[config.mk]
export PLATFORM = sky130hd
export DESIGN_NAME = axil_dispatch_port
export DESIGN_NICKNAME = d
export VERILOG_FILES = /design/src/core_pkg.sv /design/src/axil_dispatch_port.sv /design/src/instr_decode.sv
export VERILOG_INCLUDE_DIRS = /design/src
export SDC_FILE = /design/constraint.sdc
export NUM_CORES = 1
export LEC_CHECK = 0
export CORE_AREA = 2 2 76 78
export CTS_CLUSTER_SIZE = 40
export DETAILED_ROUTE_END_ITERATION = 10
export DIE_AREA = 0 0 78 80
export DONT_BUFFER_PORTS = 1
export RECOVER_POWER = 25
export SLEW_MARGIN = 0
export SYNTH_ARGS = -nofsm -noshare
export SYNTH_HDL_FRONTEND = slang
export SYNTH_SLANG_ARGS = --single-unit
[constraint.sdc]
create_clock -name clk -period 3.3 [get_ports clk]
set_input_delay 0.495 -clock clk [delete_from_list [all_inputs] [get_ports clk]]
set_output_delay 0.495 -clock clk [all_outputs]
set_load 0.02 [all_outputs]
[src/core_settings.svh]
`ifndef CORE_SETTINGS_SVH
`define CORE_SETTINGS_SVH

// datapath and architectural state.
`define XLEN          32
`define NUM_ARCH_REGS 32

// out-of-order resources.
`define ROB_DEPTH 8
`define ROB_TAG_W 3
`define IQ_DEPTH  4
`define NUM_ALUS  2

// axi4-lite address map, 4 bytes per register in the window.
`define AXI_ADDR_W    8
`define ADDR_INSTR    8'h00
`define ADDR_STATUS   8'h04
`define ADDR_REG_BASE 8'h80

`endif
[src/core_pkg.sv]
`include "core_settings.svh"

package core_pkg;

    // alu operations, PASS_B forwards operand b for lui.
    typedef enum logic [3:0] {
        ADD, SUB, AND, OR, XOR, SLL, SRL, SRA, SLT, SLTU, PASS_B
    } alu_op_e;

    // read channel state of the axi port.
    typedef enum logic {
        IDLE,
        RESP
    } axil_state_e;

    typedef struct packed {
        logic             valid;
        logic             illegal;
        alu_op_e          op;
        logic [4:0]       rs1;
        logic [4:0]       rs2;
        logic [4:0]       rd;
        logic             uses_rs2;
        logic             uses_imm;
        logic [`XLEN-1:0] imm;
        logic             writes_rd;
    } decoded_instr_t;

    // source operand, tag is meaningful only while not ready.
    typedef struct packed {
        logic                  ready;
        logic [`ROB_TAG_W-1:0] tag;
        logic [`XLEN-1:0]      value;
    } operand_t;

    typedef struct packed {
        logic                  valid;
        alu_op_e               op;
        operand_t              src1;
        operand_t              src2;
        logic [`ROB_TAG_W-1:0] tag;
    } iq_entry_t;

    typedef struct packed {
        logic                  valid;
        logic [`ROB_TAG_W-1:0] tag;
        logic [`XLEN-1:0]      value;
    } cdb_t;

    typedef struct packed {
        logic                  valid;
        logic [4:0]            rd;
        logic [`ROB_TAG_W-1:0] tag;
        logic [`XLEN-1:0]      value;
    } retire_t;

endpackage

[src/axil_dispatch_port.sv]
`timescale 1ns/1ps
`include "core_settings.svh"

module axil_dispatch_port (
    input  logic                        clk,
    input  logic                        rstn,
    input  logic [`AXI_ADDR_W-1:0]      awaddr,
    input  logic                        awvalid,
    output logic                        awready,
    input  logic [`XLEN-1:0]            wdata,
    input  logic [`XLEN/8-1:0]          wstrb,
    input  logic                        wvalid,
    output logic                        wready,
    output logic [1:0]                  bresp,
    output logic                        bvalid,
    input  logic                        bready,
    input  logic [`AXI_ADDR_W-1:0]      araddr,
    input  logic                        arvalid,
    output logic                        arready,
    output logic [`XLEN-1:0]            rdata,
    output logic [1:0]                  rresp,
    output logic                        rvalid,
    input  logic                        rready,
    input  logic                        dispatch_ready,
    input  logic [`ROB_TAG_W:0]         in_flight,
    output core_pkg::decoded_instr_t    dispatch,
    output logic [4:0]                  reg_rd_addr,
    input  logic [`XLEN-1:0]            reg_rd_data
);
    core_pkg::decoded_instr_t decoded;
    core_pkg::axil_state_e    rd_state;
    logic                     wr_fire;
    logic                     instr_write;
    logic                     rd_fire;
    logic                     in_window;
    logic [`AXI_ADDR_W-1:0]   reg_off;

    instr_decode i_instr_decode (
        .instr   (wdata),
        .decoded (decoded)
    );

    // both write channels together, only with room in the rob and queue.
    assign wr_fire     = awvalid && wvalid && !bvalid && dispatch_ready;
    assign awready     = wr_fire;
    assign wready      = wr_fire;
    assign instr_write = (awaddr == `ADDR_INSTR) && (wstrb == '1);

    always_comb begin
        dispatch       = decoded;
        dispatch.valid = decoded.valid && wr_fire && instr_write;
    end

    // bresp is OKAY (00) or SLVERR (10).
    always_ff @(posedge clk or negedge rstn) begin
        if (!rstn) begin
            bvalid <= 1'b0;
            bresp  <= 2'b00;
        end else if (wr_fire) begin
            bvalid <= 1'b1;
            bresp  <= (instr_write && decoded.valid) ? 2'b00 : 2'b10;
        end else if (bready) begin
            bvalid <= 1'b0;
        end
    end

    assign rd_fire     = arvalid && (rd_state == core_pkg::IDLE);
    assign arready     = rd_fire;
    assign rvalid      = (rd_state == core_pkg::RESP);
    assign reg_off     = araddr - `ADDR_REG_BASE;
    assign in_window   = (araddr >= `ADDR_REG_BASE) && (reg_off < 4 * `NUM_ARCH_REGS);
    assign reg_rd_addr = reg_off[6:2];

    always_ff @(posedge clk or negedge rstn) begin
        if (!rstn) begin
            rd_state <= core_pkg::IDLE;
        end else if (rd_fire) begin
            rd_state <= core_pkg::RESP;
        end else if (rready) begin
            rd_state <= core_pkg::IDLE;
        end
    end

    always_ff @(posedge clk) begin
        if (rd_fire) begin
            rresp <= 2'b00;
            if (araddr == `ADDR_STATUS) begin
                rdata <= `XLEN'(in_flight);
            end else if (in_window) begin
                rdata <= reg_rd_data;
            end else begin
                rdata <= '0;
                rresp <= 2'b10;
            end
        end
    end

endmodule

[src/instr_decode.sv]
`timescale 1ns/1ps
`include "core_settings.svh"

module instr_decode (
    input  logic [`XLEN-1:0]         instr,
    output core_pkg::decoded_instr_t decoded
);
    logic [6:0]        opcode;
    logic [6:0]        funct7;
    logic [2:0]        funct3;
    logic              is_op;
    logic              is_imm;
    logic              is_lui;
    logic              f7_zero;
    logic              f7_alt;
    core_pkg::alu_op_e f3_op;

    assign opcode  = instr[6:0];
    assign funct3  = instr[14:12];
    assign funct7  = instr[31:25];
    assign is_op   = (opcode == 7'b0110011);
    assign is_imm  = (opcode == 7'b0010011);
    assign is_lui  = (opcode == 7'b0110111);
    assign f7_zero = (funct7 == 7'b0000000);
    assign f7_alt  = (funct7 == 7'b0100000);

    // funct3 selects the operation, bit 30 picks sub and sra.
    always_comb begin
        case (funct3)
            3'b000:  f3_op = (is_op && f7_alt) ? core_pkg::SUB : core_pkg::ADD;
            3'b001:  f3_op = core_pkg::SLL;
            3'b010:  f3_op = core_pkg::SLT;
            3'b011:  f3_op = core_pkg::SLTU;
            3'b100:  f3_op = core_pkg::XOR;
            3'b101:  f3_op = f7_alt ? core_pkg::SRA : core_pkg::SRL;
            3'b110:  f3_op = core_pkg::OR;
            default: f3_op = core_pkg::AND;
        endcase
    end

    always_comb begin
        decoded          = '0;
        decoded.rd       = instr[11:7];
        decoded.op       = f3_op;
        decoded.uses_rs2 = is_op;
        decoded.uses_imm = is_imm || is_lui;
        decoded.rs1      = is_lui ? 5'd0 : instr[19:15];
        decoded.rs2      = is_op ? instr[24:20] : 5'd0;
        if (is_lui) begin
            decoded.op  = core_pkg::PASS_B;
            decoded.imm = {instr[31:12], 12'b0};
        end else begin
            decoded.imm = {{(`XLEN-12){instr[31]}}, instr[31:20]};
        end
        // only add/sub and the right shifts allow the alternate funct7.
        if (is_op) begin
            decoded.illegal = !(f7_zero || (f7_alt && (funct3 == 3'b000 || funct3 == 3'b101)));
        end else if (is_imm) begin
            decoded.illegal = (funct3 == 3'b001 && !f7_zero) ||
                              (funct3 == 3'b101 && !(f7_zero || f7_alt));
        end else begin
            decoded.illegal = !is_lui;
        end
        decoded.valid     = !decoded.illegal;
        decoded.writes_rd = !decoded.illegal && (decoded.rd != 5'd0);
    end

endmodule

==> results.yml, run 1 <==
run_status:
  outcome: "completed"
synthesis:
  synth_fa_ha_area_frac: 0
  ys_seq_elements: 36
  yosys_warnings: 0
  netlist_instances: 186
  yosys.area_share.simple: 0.2635
  synth.avg_cell_area_um2: 11.18
  yosysTopAreaCellShare: 0.4765
  synth_top_family_by_area: "simple AND/OR/NAND/NOR gates"
  synth.mux.area_fraction: 0
  seq_area_frac_synth: 0.5126
  synth_compound_area_frac: 0.1203
  synthXorXnorAreaFrac: 0.008424
  synth_area_leader_cell: "edfxtp_1"
  synth_area_leaders: "edfxtp_1, and2_1, a21o_1"
  ys_types: 35
  netlist_area_um2: 2079
worst_hold_path:
  hp-class: "in -> reg"
  min_from: "rready"
clock_tree:
  cts.sinks: 36
  cts.clk_slew.worst_paths_ns: 0.07
  root_buffer: "clkbuf_8"
  postCtsSetupRepairBufs: 0
  numCtsBuffers: 5
  cts.repair.resized: 0
  cts_hold_buf: 1
  clock_latency_ns: 0.27
  cts_tree: "yes"
  cts_max_path_buffers: 2
  cts_max_level: 2
sta:
  rsz0062_at_grt: "false"
  fin_tns_setup_ns: 0
  worstMarginPinSlew_ns: 0.9956
  fin_crit_sh: 0.7847
  timing_max_transition_violations_final: 0
  finalHoldViolCount: 0
  slew_headroom: 0.3349
  fin_skew_ns: 0.007821
  setup_violations: 0
  min_period_ns: 2.590
  fmaxAchievable_mhz: 386.2
critical_path:
  r2r_start: "bvalid$_DFFE_PN0P_"
  critPathMaxFanout: 8
  crit_path_start: "wdata[3]"
  start_kind: "primary input"
  cp.arrival_ns: 2.09
  critPathCaptureType: "output pin"
  worstPathRequired_ns: 2.80
  crit_type: "in -> out"
layout:
  fillers: 537
  fin_cells: 247
  fin_util: 0.3940
  final_cell_mix: "edfxtp_1, and2_1, a21o_1"
  nNetsFinal: 269
  regArea_um2: 1066
  multi_input_area_um2: 833.3
  layout_commonest_cell: "edfxtp_1"
  drive_gt1_frac: 0.09770
  area_growth_pct: 2.407
drt:
  drt-vias-per-instance: 5.381
  drt-wirelength-per-cell_um: 18.73
  drc: 0
  drtIter0Drc: 55
  totalWireLength_um: 4627
  antenna_left: 0
  vias: 1329
  drt-pass1-iter-count: 4
die:
  die_h_um: 80
  num_rows: 27
  die_area_um2: 6240
  coreArea_um2: 5405
  initial_core_util: 0.3847
  die_width_um: 78
  io-pin-count: 198
pwr:
  p_leak_nw: 0.8365
  total_power_mw: 1.031
  ir_drop_mv: 0.1620
  pwr_density_cell_nw_per_um2: 484.0
grt:
  grt_pass1_wl_um: 6258
  antenna_found_initial: 1
  grt_overflow_total: 0
  grt_pass1_vias: 1255
  grt_max_degree: 35
  grt_use_total: 0.1291
place:
  place_hpwl_um: 3739
  post-place-cells: 237
  portBuffers: 0
  gp_congestion: 0.6866
flow_run:
  cap_viol_max_count: 0
## power by group
group,internal (mW),switching (mW),leakage (nW)
Clock,0.170,0.147,0.0445
Sequential,0.540,0.0520,0.348
Combinational,0.0380,0.0845,0.444
Total,0.747,0.283,0.836
## final cells by class
class	count	share of cell area
Clock buffer	7	0.04054
Antenna cell	1	0.001175
Clock inverter	1	0.003525
Tap cell	72	0.04230
Timing Repair Buffer	3	0.01175
Sequential cell	36	0.5006
Multi-Input combinational cell	122	0.3913
Inverter	5	0.008813
## path summary, 6_finish.rpt
| kind | to | slack [ns] | cells past startpoint |
|---|---|---|---|
| worst max-delay path | dispatch[0] | 0.71 | 5 |
| worst min-delay path | rvalid$_DFFE_PN0P_ | 0.30 | 1 |
| worst max register to register | bresp[1]$_DFFE_PN0P_ | 1.50 | 4 |
| worst min register to register | bresp[1]$_DFFE_PN0P_ | 0.66 | 2 |
| max in group asynchronous | rvalid$_DFFE_PN0P_ | 2.69 | 1 |
| min in group asynchronous | bresp[1]$_DFFE_PN0P_ | 0.46 | 1 |
## cells in the mapped netlist, drive strengths merged
| cell | instances |
|---|---|
| a21o | 20 |
| a21oi | 3 |
| a22o | 4 |
| a31oi | 1 |
| a41o | 1 |
| and2 | 35 |
| and3 | 1 |
| and4b | 3 |
| buf | 21 |
| clkbuf | 3 |
| conb | 1 |
| dfrtp | 3 |
| edfxtp | 33 |
| inv | 5 |
| nand2 | 1 |
| nand2b | 1 |
| nand3 | 2 |
| nand4 | 2 |
| nand4bb | 1 |
| nor2 | 10 |
| nor2b | 18 |
| nor3 | 2 |
| nor4 | 3 |
| nor4b | 2 |
| o21ai | 4 |
| o22ai | 1 |
| or2 | 1 |
| or3 | 2 |
| xor2 | 2 |
## metrics by stage
step                      hold WS [ns]  cell area (um2)  worst slack (ns)
after floorplan                 0.1994             2083            0.5688
after global placement          0.1995             2023            0.7153
after global routing            0.2883             2130            0.5822
after CTS                       0.2893             2127            0.6862
after detailed placement        0.1995             2023            0.6907
final                           0.3027             2130            0.7104
## routing by layer
| layer | up-vias | routed length [um] | global-route usage |
|---|---|---|---|
| li1 | 606 | - | - |
| met1 | 625 | 1643 | 0.1333 |
| met2 | 94 | 2530 | 0.2474 |
| met3 | 4 | 395 | 0.03846 |
| met4 | 0 | 57 | 0.04386 |
| met5 | - | 0 | 0 |
## cell families (layout without fill, tap and decap cells)
| group | after synthesis | after routing |
|---|---|---|
| flip-flops | 36 | 36 |
| XOR/XNOR | 2 | 2 |
| buffers and inverters | 29 | 16 |
| AO/OA/AOI/OAI | 34 | 34 |
| other | 1 | 3 |
| AND/OR/NAND/NOR | 84 | 84 |
## critical path, stage by stage
cell	delay [ns]
nand4bb_4	0.22
nor4b_4	0.62
nand3_1	0.26
and2_4	0.26
a21oi_2	0.23
## state kept, by name, summed over array words and instances, names as in the netlist
register	count
bresp	1
bvalid	1
rdata	32
rresp	1
rvalid	1
No activity file was read; power rests on OpenSTA's default activity.
==> inputs of run 2 (changes only) <==
Clock period 3.3 ns to 2.6 ns, I/O delays scaled along.
==> run 2 against run 1 <==
Routed wire length increased by 14%. Core utilization increased by 0.46 points. Sequential cell count is the same. Count of clock-buffer cells in the layout is 1 lower. Cell area is 1.2% higher. Worst hold slack got worse by 0.10 ns. Combinational power increased by 35%. Die area did not move. Highest routed layer unchanged.
==> results.yml, run 2 (synthesized netlist as in run 1, its figures left out) <==
run_status:
  outcome: "completed"
drt:
  vias: 1379
  totalWireLength_um: 5282
  drt-wirelength-per-cell_um: 21.04
  drtIter0Drc: 26
  drt-vias-per-instance: 5.494
  antenna_left: 0
  drt-pass1-iter-count: 4
  drc: 0
layout:
  multi_input_area_um2: 833.3
  design_area_um2: 2155
  final_cell_mix: "edfxtp_1, and2_1, a21o_1"
  layout_commonest_cell: "edfxtp_1"
  regArea_um2: 1066
  drive_gt1_frac: 0.1173
  antenna_cells: 0
  nNetsFinal: 274
  largest_reg_flops: 32
  fin_util: 0.3986
  area_growth_pct: 3.610
  fillers: 525
  regMostFlops: "rdata"
die:
  num_rows: 27
  io-pin-count: 198
  die_area_um2: 6240
  die_width_um: 78
  coreArea_um2: 5405
  die_h_um: 80
  initial_core_util: 0.3847
clock_tree:
  cts.sinks: 36
  cts.clk_slew.worst_paths_ns: 0.07
  cts_max_level: 2
  numCtsBuffers: 5
  cts_tree: "yes"
  cts_max_path_buffers: 2
  root_buffer: "clkbuf_8"
  cts.repair.resized: 0
  clock_latency_ns: 0.28
sta:
  setup_violations: 0
  setup_slack_ns: 0.5311
  finalHoldViolCount: 0
  hold_slack_ns: 0.1998
  fin_crit_sh: 0.7957
  fin_tns_setup_ns: 0
  slew_headroom: 0.5267
  timing_max_transition_violations_final: 0
  fin_skew_ns: 0.007955
  worstMarginPinSlew_ns: 0.7026
  min_period_ns: 2.069
  fmaxAchievable_mhz: 483.3
  rsz0062_at_grt: "false"
pwr:
  switchingPower_uw: 369.7
  ir_drop_mv: 0.2626
  pwr-share-clk: 0.292
  swShare: 0.2857
  pwr-share-seq: 0.581
  pwr_density_cell_nw_per_um2: 600.6
  p_int_uw: 924.3
  combPwrFrac: 0.127
  p_leak_nw: 0.8570
grt:
  grt_max_degree: 38
  antenna_found_initial: 0
  grt_pass1_wl_um: 7141
  grt_overflow_total: 0
  grt_use_total: 0.1533
  grt_pass1_vias: 1398
critical_path:
  worstPathRequired_ns: 2.21
  critPathMaxFanout: 3
  rrSetupSlack_ns: 1.00
  endpoint: "dispatch[0]"
  critPathCaptureType: "output pin"
  crit_path_start: "wdata[3]"
  r2r_start: "rvalid$_DFFE_PN0P_"
  start_kind: "primary input"
  cp.arrival_ns: 1.68
  crit_type: "in -> out"
  r2r_cells: 2
  r2r-end: "rdata[5]$_SDFFCE_PP0P_"
place:
  gp_congestion: 0.6752
  portBuffers: 0
  dpl_cell_area_um2: 2061
  post-place-ws_ns: 0.5147
  place_hpwl_um: 4371
flow_run:
  cap_viol_max_count: 0
worst_hold_path:
  hp-class: "in -> reg"
run 2: routing by layer:
metal | up-vias | routed length [um] | GRT usage
met5 | - | 0 | 0
met4 | 0 | 61 | 0.05439
met3 | 4 | 611 | 0.07014
met2 | 110 | 2929 | 0.2922
met1 | 650 | 1678 | 0.1431
li1 | 615 | - | -
run 2: how the worst min path moves through the flow:
stage	depth (start not counted)	end	from
detailed placement	0	bresp[1]$_DFFE_PN0P_	rstn
finish	1	rvalid$_DFFE_PN0P_	rready
global placement	0	rvalid$_DFFE_PN0P_	rstn
CTS	1	rvalid$_DFFE_PN0P_	rready
global route	1	rvalid$_DFFE_PN0P_	rready
floorplan	0	bresp[1]$_DFFE_PN0P_	rstn
run 2: metrics by stage:
stage	instances	power (mW)
4_1_cts	251	1.312
6_report	251	1.294
3_3_place_gp	242	0.9272
2_1_floorplan	187	0.9272
5_1_grt	251	1.357
3_5_place_dp	242	0.9321
run 2: final cells by class:
cell class,instances,area share
Clock buffer,6,0.03368
Clock inverter,2,0.005226
Inverter,5,0.008711
Multi-Input combinational cell,122,0.3868
Sequential cell,36,0.4948
Tap cell,72,0.04181
Timing Repair Buffer,8,0.02904
run 2: what timing repair did:
| action | CTS | global route |
|---|---|---|
| hold endpoints to repair | 3 | 0 |
| buffers inserted | 0 | 0 |
| hold buffers | 1 | 0 |
| setup endpoints to repair | 0 | 0 |
run 2: power groups by stage:
stage	Combinational, mW	Sequential [mW]	Clock (mW)
floorplan	0.170	0.757	0
global placement	0.162	0.765	0
detailed placement	0.166	0.766	0
CTS	0.168	0.754	0.391
global route	0.177	0.756	0.424
finish	0.165	0.752	0.377
run 2: worst max-delay path, cell delays in order:
cell,delay [ns]
nand4bb_4,0.23
or3_1,0.40
a41o_1,0.24
and2_4,0.17
a21oi_2,0.23
==> inputs of run 3 (changes only) <==
Clock period 2.6 ns to 2.05 ns, I/O delays scaled along.
==> run 3 against run 2 <==
Clock power rose by 34%. Total power grew 29%. Sequential share of layout area down 0.79 points. Register-to-register slack worse by 0.40 ns. Clock skew down 0.00054 ns. Worst setup slack worse by 0.36 ns. Largest cell class unchanged.
==> results.yml, run 3 (synthesized netlist as in run 1, its figures left out) <==
sta:
  setup_violations: 0
  timing_max_transition_violations_final: 0
  fin_tns_setup_ns: 0
  rsz0062_at_grt: "false"
  finalHoldViolCount: 0
  fin_skew_ns: 0.007417
  fmaxAchievable_mhz: 533.4
  fin_crit_sh: 0.9145
  min_period_ns: 1.875
clock_tree:
  numCtsBuffers: 5
  clock_latency_ns: 0.29
  postCtsSetupRepairBufs: 0
  cts_max_path_buffers: 2
  cts_tree: "yes"
  cts.clk_slew.worst_paths_ns: 0.07
  cts_hold_buf: 1
  cts.sinks: 36
  cts_max_level: 2
  cts.repair.resized: 0
  root_buffer: "clkbuf_8"
layout:
  largest_reg_flops: 32
  nNetsFinal: 278
  final_cell_mix: "edfxtp_1, a21o_1, and2_1"
  layout_commonest_cell: "edfxtp_1"
  area_growth_pct: 5.295
  fin_util: 0.4051
  regMostFlops: "rdata"
  drive_gt1_frac: 0.1421
grt:
  grt_max_degree: 38
  grt_pass1_wl_um: 7189
  grt_use_total: 0.1544
  antenna_found_initial: 1
  grt_pass1_vias: 1426
  grt_overflow_total: 0
die:
  die_width_um: 78
  io-pin-count: 198
  die_h_um: 80
  initial_core_util: 0.3847
  num_rows: 27
  die_area_um2: 6240
  coreArea_um2: 5405
drt:
  drc: 0
  drt-pass1-iter-count: 3
  drtIter0Drc: 26
  drt-wirelength-per-cell_um: 20.55
  antenna_left: 0
  drt-vias-per-instance: 5.387
  totalWireLength_um: 5261
  vias: 1379
critical_path:
  crit_buf_inv: 0
  critPathMaxFanout: 3
  r2r_start: "rvalid$_DFFE_PN0P_"
  cp.arrival_ns: 1.57
  crit_family: "simple AND/OR/NAND/NOR gates"
  critPathCaptureType: "output pin"
  rrSetupSlack_ns: 0.60
  cp_slowest_cell: "or3_1"
  worstPathCellList: "nand4bb_4 -> or3_1 -> a41o_1 -> and2_4 -> a21oi_2"
  start_kind: "primary input"
  r2r-end: "rdata[11]$_SDFFCE_PP0P_"
  crit_type: "in -> out"
  worstPathRequired_ns: 1.74
  critPathMaxStageDelay_ns: 0.41
  r2r_cells: 2
flow_run:
  cap_viol_max_count: 0
worst_hold_path:
  hp-class: "in -> reg"
  hold_end: "rvalid$_DFFE_PN0P_"
  min_path_cells: 1
  min_from: "rready"
place:
  place_hpwl_um: 4229
  gp_congestion: 0.6731
  portBuffers: 0
run_status:
  outcome: "completed"
pwr:
  pwr_density_cell_nw_per_um2: 762.0
  ir_drop_mv: 0.3746
  p_leak_nw: 0.8804
run 3: cell types whose count changed in the layout (fill, tap and decap cells not counted):
cell	previous run	this run
diode_2	0	1
clkinvlp_4	1	0
inv_6	0	1
clkbuf_1	1	0
clkinv_2	0	1
and2_0	11	14
and2_1	23	20
buf_4	7	11
run 3: worst max path at each step:
stage                  startpoint  cells past startpoint            endpoint  slack (ns)
6_report                 wdata[3]                      5         dispatch[0]        0.18
3_3_place_gp             wdata[3]                      5         dispatch[0]        0.21
4_1_cts                  wdata[3]                      5         dispatch[0]        0.17
5_1_grt                  wdata[3]                      5        dispatch[29]        0.11
2_1_floorplan  rvalid$_DFFE_PN0P_                      1  rdata[0]$_DFFE_PP_        0.11
3_5_place_dp             wdata[3]                      5         dispatch[0]        0.17
run 3: layout make-up:
| class | count | area [um2] |
|---|---|---|
| antenna | 1 | 2.502 |
| clock buffer | 5 | 68.82 |
| clock inverter | 3 | 17.52 |
| fill | 540 | 3216 |
| inverter | 5 | 18.77 |
| multi-input combinational | 122 | 833.3 |
| sequential | 36 | 1066 |
| tap | 72 | 90.09 |
| timing repair buffer | 12 | 92.59 |
run 3: through the flow:
| step | worst slack [ns] | std cells | total power, mW | area, um2 | hold WS (ns) |
|---|---|---|---|---|---|
| global placement | 0.2081 | 246 | 1.176 | 2091 | 0.01199 |
| floorplan | 0.1079 | 187 | 1.176 | 2086 | 0.01191 |
| CTS | 0.1692 | 255 | 1.697 | 2187 | 0.1049 |
| detailed placement | 0.1687 | 246 | 1.183 | 2091 | 0.01201 |
| global route | 0.1109 | 255 | 1.748 | 2187 | 0.09863 |
| finish | 0.1752 | 256 | 1.669 | 2190 | 0.1170 |
run 3: routing by layer:
| layer | share of wire | global-route usage | wire (um) |
|---|---|---|---|
| met1 | 0.32 | 0.1356 | 1685 |
| met4 | 0.020 | 0.06842 | 103 |
| met5 | 0 | 0 | 0 |
| met3 | 0.13 | 0.08710 | 691 |
| met2 | 0.53 | 0.2853 | 2781 |
run 3: power by group:
| group | switching, mW | internal (mW) | total, mW |
|---|---|---|---|
| sequential | 0.0866 | 0.868 | 0.954 |
| clock | 0.268 | 0.237 | 0.505 |
| combinational | 0.140 | 0.0694 | 0.209 |
| total | 0.494 | 1.17 | 1.67 |
run 3: worst register-to-register path, cell delays in order (launching register included):
cell     delay (ns)
dfrtp_1        0.51
nor2b_4        0.15
buf_4          0.42
